$ cat src/hw/enc_types_pkg.sv
// -----------------------------------------------
// encoder value types: preload/position, count
// reading with overflow msb, period reading, and
// the midrange reset value
// -----------------------------------------------

package enc_types_pkg;

    // position width, shared by preload register and counter
    typedef logic [23:0] enc_preload_t;

    // position reading: {ovf, count[23:0]}
    typedef logic [24:0] enc_count_t;

    // period reading
    // bit 31   direction of the latest step, 1 = forward
    // bits 30:0 clock cycles between the last two edges
    typedef logic [31:0] enc_period_t;

    // midpoint of the 24-bit range, used as reset preload and count
    localparam enc_preload_t ENC_MIDRANGE = 24'h800000;

endpackage

$ cat src/hw/enc_regmap_pkg.sv
// -----------------------------------------------
// register map of the encoder block: address and
// data types, block code and register offsets
// -----------------------------------------------

package enc_regmap_pkg;

    // -----------------------------------------------
    // address layout
    // -----------------------------------------------
    // [15:12] block code
    // [11:8]  unused by this block
    // [7:4]   channel, 1 to NUM_ENC
    // [3:0]   register offset
    typedef logic [15:0] reg_addr_t;
    typedef logic [31:0] reg_data_t;   // bus data word
    typedef logic [3:0]  blk_code_t;   // block field

    // block that owns the encoder registers
    localparam blk_code_t ADDR_MAIN = 4'h0;

    // -----------------------------------------------
    // per-channel register offsets
    // -----------------------------------------------
    localparam logic [3:0] OFF_ENC_LOAD  = 4'h4;   // preload, r/w
    localparam logic [3:0] OFF_ENC_DATA  = 4'h5;   // position + ovf, ro
    localparam logic [3:0] OFF_PER_DATA  = 4'h6;   // period + dir, ro
    localparam logic [3:0] OFF_FREQ_DATA = 4'h7;   // freq count, reads zero

endpackage

$ cat src/hw/enc_debounce.sv
// -----------------------------------------------
// glitch filter for one raw encoder line
// -----------------------------------------------
`timescale 1ns/1ns

module enc_debounce #(
    parameter int DEBOUNCE_LEN = 4        // stable cycles before accept
) (
    input  logic sysclk,
    input  logic arst_n,
    input  logic raw,                     // raw line from the connector
    output logic filt                     // filtered level
);

    localparam int CW = $clog2(DEBOUNCE_LEN + 1);

    logic          sync1;                 // metastability stage
    logic          sync2;                 // synchronized level
    logic [CW-1:0] stable_cnt;            // cycles sync2 has differed from filt

    always_ff @(posedge sysclk or negedge arst_n)
    begin
        if (!arst_n)
        begin
            sync1      <= 1'b0;
            sync2      <= 1'b0;
            stable_cnt <= '0;
            filt       <= 1'b0;
        end
        else
        begin
            sync1 <= raw;
            sync2 <= sync1;
            if (sync2 == filt)
                stable_cnt <= '0;         // back to old level, drop the glitch
            else if (stable_cnt == CW'(DEBOUNCE_LEN))
            begin
                filt       <= sync2;      // held long enough, accept it
                stable_cnt <= '0;
            end
            else
                stable_cnt <= stable_cnt + 1'b1;
        end
    end

endmodule

$ cat src/hw/enc_quad_counter.sv
// -----------------------------------------------
// x4 quadrature decoder with preloadable position
// count, sticky overflow flag and step direction
// -----------------------------------------------
`timescale 1ns/1ns

module enc_quad_counter
    import enc_types_pkg::*;
(
    input  logic         sysclk,
    input  logic         arst_n,
    input  logic         enc_a,           // filtered a line
    input  logic         enc_b,           // filtered b line
    input  logic         set_enc,         // one-cycle preload strobe
    input  enc_preload_t preload,
    output enc_count_t   quad_data,       // {ovf, count}
    output logic         dir              // 1 = forward
);

    logic         a_prev;                 // levels seen at the last edge
    logic         b_prev;
    logic         step_en;                // exactly one line changed
    logic         step_fwd;               // that change was a forward step
    enc_preload_t count;
    logic         ovf;                    // sticky, cleared by preload

    // forward sequence in a,b is 00 -> 01 -> 11 -> 10 -> 00
    // a change on both lines at once has even parity and is dropped
    assign step_en  = (enc_a ^ a_prev) ^ (enc_b ^ b_prev);
    assign step_fwd = enc_b ^ a_prev;     // new b differs from old a on forward

    always_ff @(posedge sysclk or negedge arst_n)
    begin
        if (!arst_n)
        begin
            a_prev <= 1'b0;
            b_prev <= 1'b0;
            count  <= ENC_MIDRANGE;
            ovf    <= 1'b0;
            dir    <= 1'b0;
        end
        else
        begin
            a_prev <= enc_a;
            b_prev <= enc_b;
            if (step_en)
                dir <= step_fwd;          // follows motion even during preload

            if (set_enc)
            begin
                count <= preload;         // preload beats a same-cycle step
                ovf   <= 1'b0;
            end
            else if (step_en)
            begin
                if (step_fwd)
                begin
                    if (&count)
                        ovf <= 1'b1;      // wraps to zero
                    count <= count + 1'b1;
                end
                else
                begin
                    if (count == '0)
                        ovf <= 1'b1;      // wraps to all ones
                    count <= count - 1'b1;
                end
            end
        end
    end

    assign quad_data = {ovf, count};

endmodule

$ cat src/hw/enc_period_meter.sv
// -----------------------------------------------
// period measurement between quadrature edges,
// tagged with the direction of motion
// -----------------------------------------------
`timescale 1ns/1ns

module enc_period_meter
    import enc_types_pkg::*;
(
    input  logic        sysclk,
    input  logic        arst_n,
    input  logic        enc_a,            // filtered a line
    input  logic        enc_b,            // filtered b line
    input  logic        dir,              // from the quadrature counter
    output enc_period_t perd_data         // {dir, cycles}
);

    localparam int CNT_W = $bits(enc_period_t) - 1;

    logic             a_dly;              // own delayed copies for edge detect
    logic             b_dly;
    logic             edge_det;           // edge on either line this cycle
    logic             edge_q;             // same, one cycle later
    logic [CNT_W-1:0] cycle_cnt;          // cycles since the last edge

    assign edge_det = (enc_a ^ a_dly) | (enc_b ^ b_dly);

    // latch runs one cycle after the edge, when the counter has
    // already updated dir for that step; spacing stays the same
    always_ff @(posedge sysclk or negedge arst_n)
    begin
        if (!arst_n)
        begin
            a_dly     <= 1'b0;
            b_dly     <= 1'b0;
            edge_q    <= 1'b0;
            cycle_cnt <= '0;
            perd_data <= '0;
        end
        else
        begin
            a_dly  <= enc_a;
            b_dly  <= enc_b;
            edge_q <= edge_det;
            if (edge_q)
            begin
                perd_data <= {dir, cycle_cnt};
                cycle_cnt <= CNT_W'(1);   // restart, this cycle counts as one
            end
            else if (!(&cycle_cnt))
                cycle_cnt <= cycle_cnt + 1'b1;
            // else hold at max, encoder has stopped
        end
    end

endmodule

$ cat src/hw/ctrl_enc.sv
// -----------------------------------------------
// encoder block top: per-channel filter, counter
// and period instances, preload registers, write
// strobes and register read multiplexer
// -----------------------------------------------
`timescale 1ns/1ns

module ctrl_enc
    import enc_types_pkg::*;
    import enc_regmap_pkg::*;
#(
    parameter int NUM_ENC      = 4,       // channels, 1 to 15
    parameter int DEBOUNCE_LEN = 4        // filter length, cycles
) (
    input  logic             sysclk,
    input  logic             arst_n,
    input  logic [1:NUM_ENC] enc_a,       // raw quadrature lines, bit = channel
    input  logic [1:NUM_ENC] enc_b,
    input  reg_addr_t        reg_raddr,   // combinational read
    output reg_data_t        reg_rdata,
    input  reg_addr_t        reg_waddr,   // strobed write
    input  reg_data_t        reg_wdata,
    input  logic             reg_wen
);

    localparam logic [3:0] MAX_CH = 4'(NUM_ENC);

    // -----------------------------------------------
    // per-channel signals
    // -----------------------------------------------
    logic [1:NUM_ENC] enc_a_filt;         // filtered lines
    logic [1:NUM_ENC] enc_b_filt;
    logic [1:NUM_ENC] set_enc;            // preload strobe, one cycle
    logic [1:NUM_ENC] dir;                // latest step direction
    enc_preload_t     preload   [1:NUM_ENC];
    enc_count_t       quad_data [1:NUM_ENC];
    enc_period_t      perd_data [1:NUM_ENC];

    // write address fields
    blk_code_t  wr_blk;
    logic [3:0] wr_ch;
    logic [3:0] wr_off;
    logic       wr_load;                  // valid preload write, any channel

    // read address fields
    logic [3:0] rd_ch;
    logic [3:0] rd_off;

    assign wr_blk  = reg_waddr[15:12];
    assign wr_ch   = reg_waddr[7:4];
    assign wr_off  = reg_waddr[3:0];
    assign wr_load = reg_wen && (wr_blk == ADDR_MAIN) && (wr_off == OFF_ENC_LOAD)
                     && (wr_ch >= 4'd1) && (wr_ch <= MAX_CH);

    // -----------------------------------------------
    // channels
    // -----------------------------------------------
    for (genvar i = 1; i <= NUM_ENC; i++)
    begin : g_ch
        localparam logic [3:0] CH = 4'(i);

        enc_debounce #(.DEBOUNCE_LEN(DEBOUNCE_LEN)) u_filt_a (
            .sysclk (sysclk),
            .arst_n (arst_n),
            .raw    (enc_a[i]),
            .filt   (enc_a_filt[i])
        );

        enc_debounce #(.DEBOUNCE_LEN(DEBOUNCE_LEN)) u_filt_b (
            .sysclk (sysclk),
            .arst_n (arst_n),
            .raw    (enc_b[i]),
            .filt   (enc_b_filt[i])
        );

        enc_quad_counter u_quad (
            .sysclk    (sysclk),
            .arst_n    (arst_n),
            .enc_a     (enc_a_filt[i]),
            .enc_b     (enc_b_filt[i]),
            .set_enc   (set_enc[i]),
            .preload   (preload[i]),
            .quad_data (quad_data[i]),
            .dir       (dir[i])
        );

        enc_period_meter u_perd (
            .sysclk    (sysclk),
            .arst_n    (arst_n),
            .enc_a     (enc_a_filt[i]),
            .enc_b     (enc_b_filt[i]),
            .dir       (dir[i]),
            .perd_data (perd_data[i])
        );

        // preload register and its strobe; counter loads one edge later
        always_ff @(posedge sysclk or negedge arst_n)
        begin
            if (!arst_n)
            begin
                preload[i] <= ENC_MIDRANGE;
                set_enc[i] <= 1'b0;
            end
            else
            begin
                set_enc[i] <= wr_load && (wr_ch == CH);
                if (wr_load && (wr_ch == CH))
                    preload[i] <= reg_wdata[23:0];
            end
        end
    end

    // -----------------------------------------------
    // read mux, block field ignored
    // -----------------------------------------------
    assign rd_ch  = reg_raddr[7:4];
    assign rd_off = reg_raddr[3:0];

    always_comb
    begin
        reg_rdata = '0;                   // bad channel or offset reads zero
        if ((rd_ch >= 4'd1) && (rd_ch <= MAX_CH))
        begin
            case (rd_off)
                OFF_ENC_LOAD:  reg_rdata = reg_data_t'(preload[rd_ch]);
                OFF_ENC_DATA:  reg_rdata = reg_data_t'(quad_data[rd_ch]);
                OFF_PER_DATA:  reg_rdata = perd_data[rd_ch];
                OFF_FREQ_DATA: reg_rdata = '0;   // no frequency counter
                default:       reg_rdata = '0;
            endcase
        end
    end

endmodule

$ cat config.mk
export PLATFORM = sky130hd
export DESIGN_NAME = ctrl_enc
export DESIGN_NICKNAME = d
export VERILOG_FILES = /design/src/hw/enc_types_pkg.sv /design/src/hw/enc_regmap_pkg.sv /design/src/hw/enc_debounce.sv /design/src/hw/enc_quad_counter.sv /design/src/hw/enc_period_meter.sv /design/src/hw/ctrl_enc.sv
export SDC_FILE = /design/constraint.sdc
export NUM_CORES = 1
export LEC_CHECK = 0
export BUFFER_PORTS_ARGS = -buffer_cell sky130_fd_sc_hd__buf_2
export CAP_MARGIN = 20
export CORE_UTILIZATION = 60
export CTS_BUF_LIST = sky130_fd_sc_hd__clkbuf_2 sky130_fd_sc_hd__clkbuf_4 sky130_fd_sc_hd__clkbuf_8
export DETAILED_ROUTE_END_ITERATION = 7
export GPL_TIMING_DRIVEN = 0
export PLACE_DENSITY_LB_ADDON = 0.2
export SETUP_SLACK_MARGIN = 0.02
export SLEW_MARGIN = 30
export SYNTH_ARGS = -nofsm -noshare
export SYNTH_HDL_FRONTEND = slang
export SYNTH_SLANG_ARGS = --single-unit
$ cat constraint.sdc
create_clock -name sysclk -period 3.8 [get_ports sysclk]
set_clock_uncertainty 0.1 [all_clocks]
set_input_delay 0.95 -clock sysclk [delete_from_list [all_inputs] [get_ports sysclk]]
set_output_delay 0.95 -clock sysclk [all_outputs]
set_load 0.005 [all_outputs]
=== Word level (Yosys, flattened, before mapping) ===
Cells that the tools add are included.

* Equality and inequality tests: 32
* Add/subtract/negate cells: 20
* Magnitude comparators: 5
* Multiplexer cells: 67
* Reduce and logical (&&, ||, !) cells: 42
* Bitwise gates (word level): 29

{| class="wikitable"
|+ Operators by type and width
! cell !! count
|-
| $mux W24 || 14
|-
| $mux W31 || 8
|-
| $add A31 B1 Y31 const B || 4
|-
| $reduce_and A31 Y1 || 4
|-
| $add A24 B1 Y24 const B || 4
|-
| $bmux W32 S3 || 1
|-
| $logic_not A24 Y1 || 4
|-
| $mux W32 || 3
|-
| $pmux W32 S3 || 1
|-
| $reduce_and A24 Y1 || 4
|-
| $sub A24 B1 Y24 const B || 4
|-
| $bmux W25 S3 || 1
|-
| $bmux W24 S3 || 1
|-
| $mux W25 || 2
|-
| $mux W3 || 16
|-
| $add A3 B1 Y3 const B || 8
|-
| $eq A3 B3 Y1 const B || 8
|-
| $eq A4 B3 Y1 const B || 5
|-
| $mux W1 || 20
|-
| $reduce_and A2 Y1 || 8
|-
| $xor A1 B1 Y1 || 16
|-
| $ne A3 B3 Y1 const B || 4
|-
| $reduce_and A3 Y1 || 4
|-
| $reduce_bool A3 Y1 || 4
|-
| 13 further kinds || 47
|}

* Flip-flop bits (word level): 516
* Output and inout bits: 32
* Word-level logic and storage cells: 267
* Input bits: 75

=== Longest topological paths before layout ===
* Depth in word-level cells: 6
* Depth in mapped cells: 12
* Mapped depth without buffers: 9

=== Cells and area by module ===
From an unflattened synthesis, not the netlist that was laid out.

* Cells, all modules: 2986
* Area total of the unflattened synthesis: 30132.6 um^2

{| class="wikitable"
|+ By module, submodules not included
! module !! instances !! area an instance (um^2) !! seq. area each (um^2) !! cells an instance
|-
| enc_period_meter || 4 || 3039.2 || 1651.6 || 262
|-
| enc_quad_counter || 4 || 2313.5 || 701.9 || 289
|-
| ctrl_enc || 1 || 6800.3 || 2507.4 || 638
|-
| enc_debounce || 8 || 240.2 || 150.1 || 18
|}

=== Worst setup path before layout ===
No wires, ideal clock.

* Path kind: input port to output port
* From: input reg_raddr[1]
* To: output reg_rdata[15]
* Stages: 9
* Buffers on the path: 3
* Data required time: 2.750 ns
* Arrival: 2.540 ns
* Slack: 0.210 ns
* Cells stage by stage: nor4bb_1 -> clkbuf_1 -> nand2b_1 -> clkbuf_1 -> clkbuf_1 -> o21ai_0 -> a21oi_1 -> o32a_1 -> nor2_1

* Word-level cells in the longest chain between the ends: 3
* Elaborated cells on any way between the ends: 5
* Classes of those cells: eq/ne: 3; mux: 2

{| class="wikitable"
|+ Ends and longest elaborated chain
! what !! RTL line !! RTL
|-
| start: declaration || ctrl_enc.sv:19 || <nowiki>input reg_addr_t reg_raddr,</nowiki>
|-
| $eq A4 B3 Y1 || ctrl_enc.sv:124 || <nowiki>case (rd_off)</nowiki>
|-
| $pmux W32 S3 (*) || ctrl_enc.sv:124 ||
|-
| $mux W32 (*) || ctrl_enc.sv:122 || <nowiki>if ((rd_ch >= 4'd1) && (rd_ch <= MAX_CH))</nowiki>
|-
| end: declaration || ctrl_enc.sv:20 || <nowiki>output reg_data_t reg_rdata,</nowiki>
|}

Every way passes the cells marked *; elsewhere a longest branch is shown, timed or not.

=== Worst setup path in the final report ===
* From: input reg_raddr[3]
* To: output reg_rdata[13]

The elaborated chain is that of the path after synthesis.

==> flow_metrics.tcl <==
set metrics [dict create \
    max-slew-margin-rel_pct 27.3 \
    violations "design-rule violations, negative setup slack" \
    p_total_mw 21.2 \
    portBuffers 84 \
    crit_required_ns 2.75 \
    synthCells 2834 \
    cp_max_fo 10 \
    syn_area_um2 28300 \
    hpwl_um 70800 \
    cts_hold_buf 0 \
    finalSetupViolCount 7 \
    htreeDepth 3 \
    cts_tree "built" \
    setup_slack_ns -0.0367 \
    instances_no_fill 3685 \
    gp_congestion 1.09 \
    grt_pass1_wl_um 143000 \
    whs_ns 0.0987 \
    die_h_um 219 \
    final_util_pct 70.4 \
    seq_area_frac_synth_pct 45.7 \
    worst_setup_path_end_kind "output pin" \
    layout_commonest_cell "dfrtp_1" \
    syn2layout_area_growth_pct 15.9 \
    syn_nets 2937 \
    vias 24808 \
    hold_viol_final 0 \
    slew_violations 0 \
    clk_path_buf_depth 3 \
    final_cell_mix "dfrtp_1 (507), mux2_2 (282), nor2_1 (263), nand2_1 (188), clkbuf_8 (114)" \
    placed_cells 3531 \
    drive_above_1_share_pct 24.4 \
    fin_crit_sh_pct 101 \
    ant_nets 0 \
    tightest_slew_ns 1.09 \
    core_area_um2 46600 \
    overflow 0 \
    fmax_ghz 0.261 \
    crit_type "primary input to output pin" \
    p_per_area_nw_per_um2 646 \
    ir_drop_mv 0.615 \
    synth_seq_cells 516 \
    min_period_ns 3.84 \
    synth_cell_types 80 \
    grt_max_degree 90 \
    rsz0062_at_grt "yes" \
    via_per_inst 6.73 \
    rows 79 \
    power_leakage_nw 13.9 \
    dieArea_um2 48000 \
    cts_buffers 88 \
    grt_pass1_vias 23599 \
    drt-pass1-iter-count 8 \
    clk_pin_slew_worst_paths_ns 0.06 \
    cts.sinks 516 \
    grtUsageTotal_pct 39.9 \
    crit_arrival_ns 2.79 \
    outcome "finished, violations left" \
    wire_per_inst_um 26.0 \
    synth_top_area_cell "dfrtp_1" \
    synth_ff_type "dfrtp_1" \
    synth_top_area_share_pct 45.0 \
    fin_nets 3111 \
    drt-initial-drc-count 3556 \
    ys_warn_count 0 \
    async_flop_share_pct 100 \
    die_x_um 219 \
    antenna_found_initial 4 \
    min_path_type "primary input to asynchronous set/reset pin" \
    avgSynthCellArea_um2 9.97 \
    fin_tns_setup_ns -0.143 \
    io_pins 107 \
    synth_edf_count 0 \
    worstSetupStartpointType "primary input" \
    start_util_pct 60.7 \
    wl_um 95700 \
    cts_root_buf "clkbuf_8" \
    cap_violations 0 \
    post-route-drc-count 11 \
    yosys-top-cells-area "dfrtp_1 (45%), mux2_2 (11%), nor2_1 (3.9%), xor2_1 (3.2%), xnor2_1 (3.0%)" \
    clkLatencyLatePin_ns 0.72 \
]
==> registers in the layout (all words and copies together) (netlist names) <==
register                  flops
g_ch.u_perd.perd_data       128
g_ch.u_perd.cycle_cnt       124
g_ch.u_quad.count            96
preload                      96
g_ch.u_filt_a.stable_cnt     12
g_ch.u_filt_b.stable_cnt     12
g_ch.u_filt_a.filt            4
g_ch.u_filt_a.sync1           4
g_ch.u_filt_a.sync2           4
g_ch.u_filt_b.filt            4
g_ch.u_filt_b.sync1           4
g_ch.u_filt_b.sync2           4
g_ch.u_perd.a_dly             4
g_ch.u_perd.b_dly             4
g_ch.u_perd.edge_q            4
g_ch.u_quad.dir               4
g_ch.u_quad.ovf               4
set_enc                       4
==> worst max-delay path, cell delays in order <==
cell and delay, ns:
buf_12 0.12, nor4bb_1 0.36, buf_4 0.22, clkbuf_8 0.18
a22oi_1 0.13, o21ai_4 0.09, a21oi_2 0.07, o32a_1 0.31
nor2_2 0.20, buf_2 0.16
==> what timing repair did <==
action | in CTS | in global routing
gates resized for setup | 204 | 127
pin swaps | 43 | 54
setup buffers | 5 | 7
setup endpoints to repair | 42 | 46
gates cloned | 3 | 1
hold endpoints to repair | 0 | 0
==> cell usage after synthesis (all sizes together), types with 4 or more instances <==
library cell / count
nor4: 53
nor3b: 12
a2bb2oi: 4
mux2: 292
nand4: 76
o211ai: 9
o221ai: 23
clkbuf: 170
a31oi: 7
o21ai: 150
nand4b: 5
and3: 46
nand3: 93
or3: 29
inv: 52
or2: 10
mux2i: 82
xor2: 103
a222oi: 25
o32a: 22
buf: 34
a41oi: 6
a22o: 4
or4: 23
and2: 25
a32oi: 4
ha: 28
o21bai: 4
nand2b: 16
nor2b: 8
o21a: 6
dfstp: 8
nor4b: 14
a211oi: 4
a21oi: 84
and4: 24
a22oi: 56
o31ai: 6
xnor2: 98
o22ai: 8
dfrtp: 508
nor2: 291
nand2: 189
nor3: 84
==> final cells by class <==
cell class / count / area (um2)
Inverter: 53 / 199
Clock inverter: 24 / 292
Buffer: 183 / 1030
Multi-Input combinational cell: 2062 / 15100
Fill cell: 3382 / 13800
Timing Repair Buffer: 104 / 788
Sequential cell: 516 / 12900
Clock buffer: 134 / 1680
Tap cell: 607 / 759
Antenna cell: 2 / 5.00
==> routing by layer <==
metal | wire, um | GRT usage [%] | vias to the layer above
li1 | - | - | 10673
met1 | 39400 | 57.3 | 12351
met3 | 10400 | 8.40 | 268
met5 | 0 | 0 | -
met2 | 41400 | 58.3 | 1516
met4 | 4520 | 17.1 | 0
==> cells by family (layout without fill, tap and decap cells) <==
| kind of cell | Yosys count | in the layout | synth area share [%] |
|---|---|---|---|
| adder cells (fa/ha/maj) | 28 | 28 | 1.24 |
| multiplexers | 374 | 374 | 14.5 |
| other | 0 | 2 | 0 |
| buffers and inverters | 257 | 498 | 3.59 |
| XOR/XNOR | 201 | 201 | 6.23 |
| AND/OR/NAND/NOR | 1008 | 1009 | 18.0 |
| AO/OA/AOI/OAI | 450 | 450 | 10.6 |
| flip-flops | 516 | 516 | 45.7 |
==> through the flow <==
step | setup slack (ns) | area [um2]
floorplan | 0.210 | 28300
global placement | -8.36 | 29400
detailed placement | -0.932 | 29600
CTS | -0.0174 | 32300
global route | -0.0864 | 32800
finish | -0.0367 | 32800
==> final timing paths <==
kind / from / endpoint / slack (ns) / cells past startpoint
setup / recovery: reg_raddr[3] / reg_rdata[13] / -0.04 / 10
hold / removal: arst_n / g_ch[3].u_quad.count[3]$_DFFE_PN0P_ / 0.1 / 1
setup reg to reg: g_ch[4].u_filt_b.filt$_DFFE_PN0P_ / g_ch[4].u_quad.count[12]$_DFFE_PN0P_ / 0 / 12
hold reg to reg: g_ch[1].u_filt_a.sync1$_DFF_PN0_ / g_ch[1].u_filt_a.sync2$_DFF_PN0_ / 0.25 / 0
max in group asynchronous: arst_n / g_ch[1].u_filt_a.filt$_DFFE_PN0P_ / 1.88 / 4
min in group sysclk: g_ch[1].u_filt_a.sync1$_DFF_PN0_ / g_ch[1].u_filt_a.sync2$_DFF_PN0_ / 0.25 / 0
==> power by group <==
part / leakage (nW) / internal (mW) / switching, mW
registers: 6.89 / 6.35 / 1.21
clock network: 1.03 / 3.12 / 2.42
logic: 5.97 / 2.83 / 5.24
total: 13.9 / 12.3 / 8.87
No activity file was read; power rests on OpenSTA's default activity.
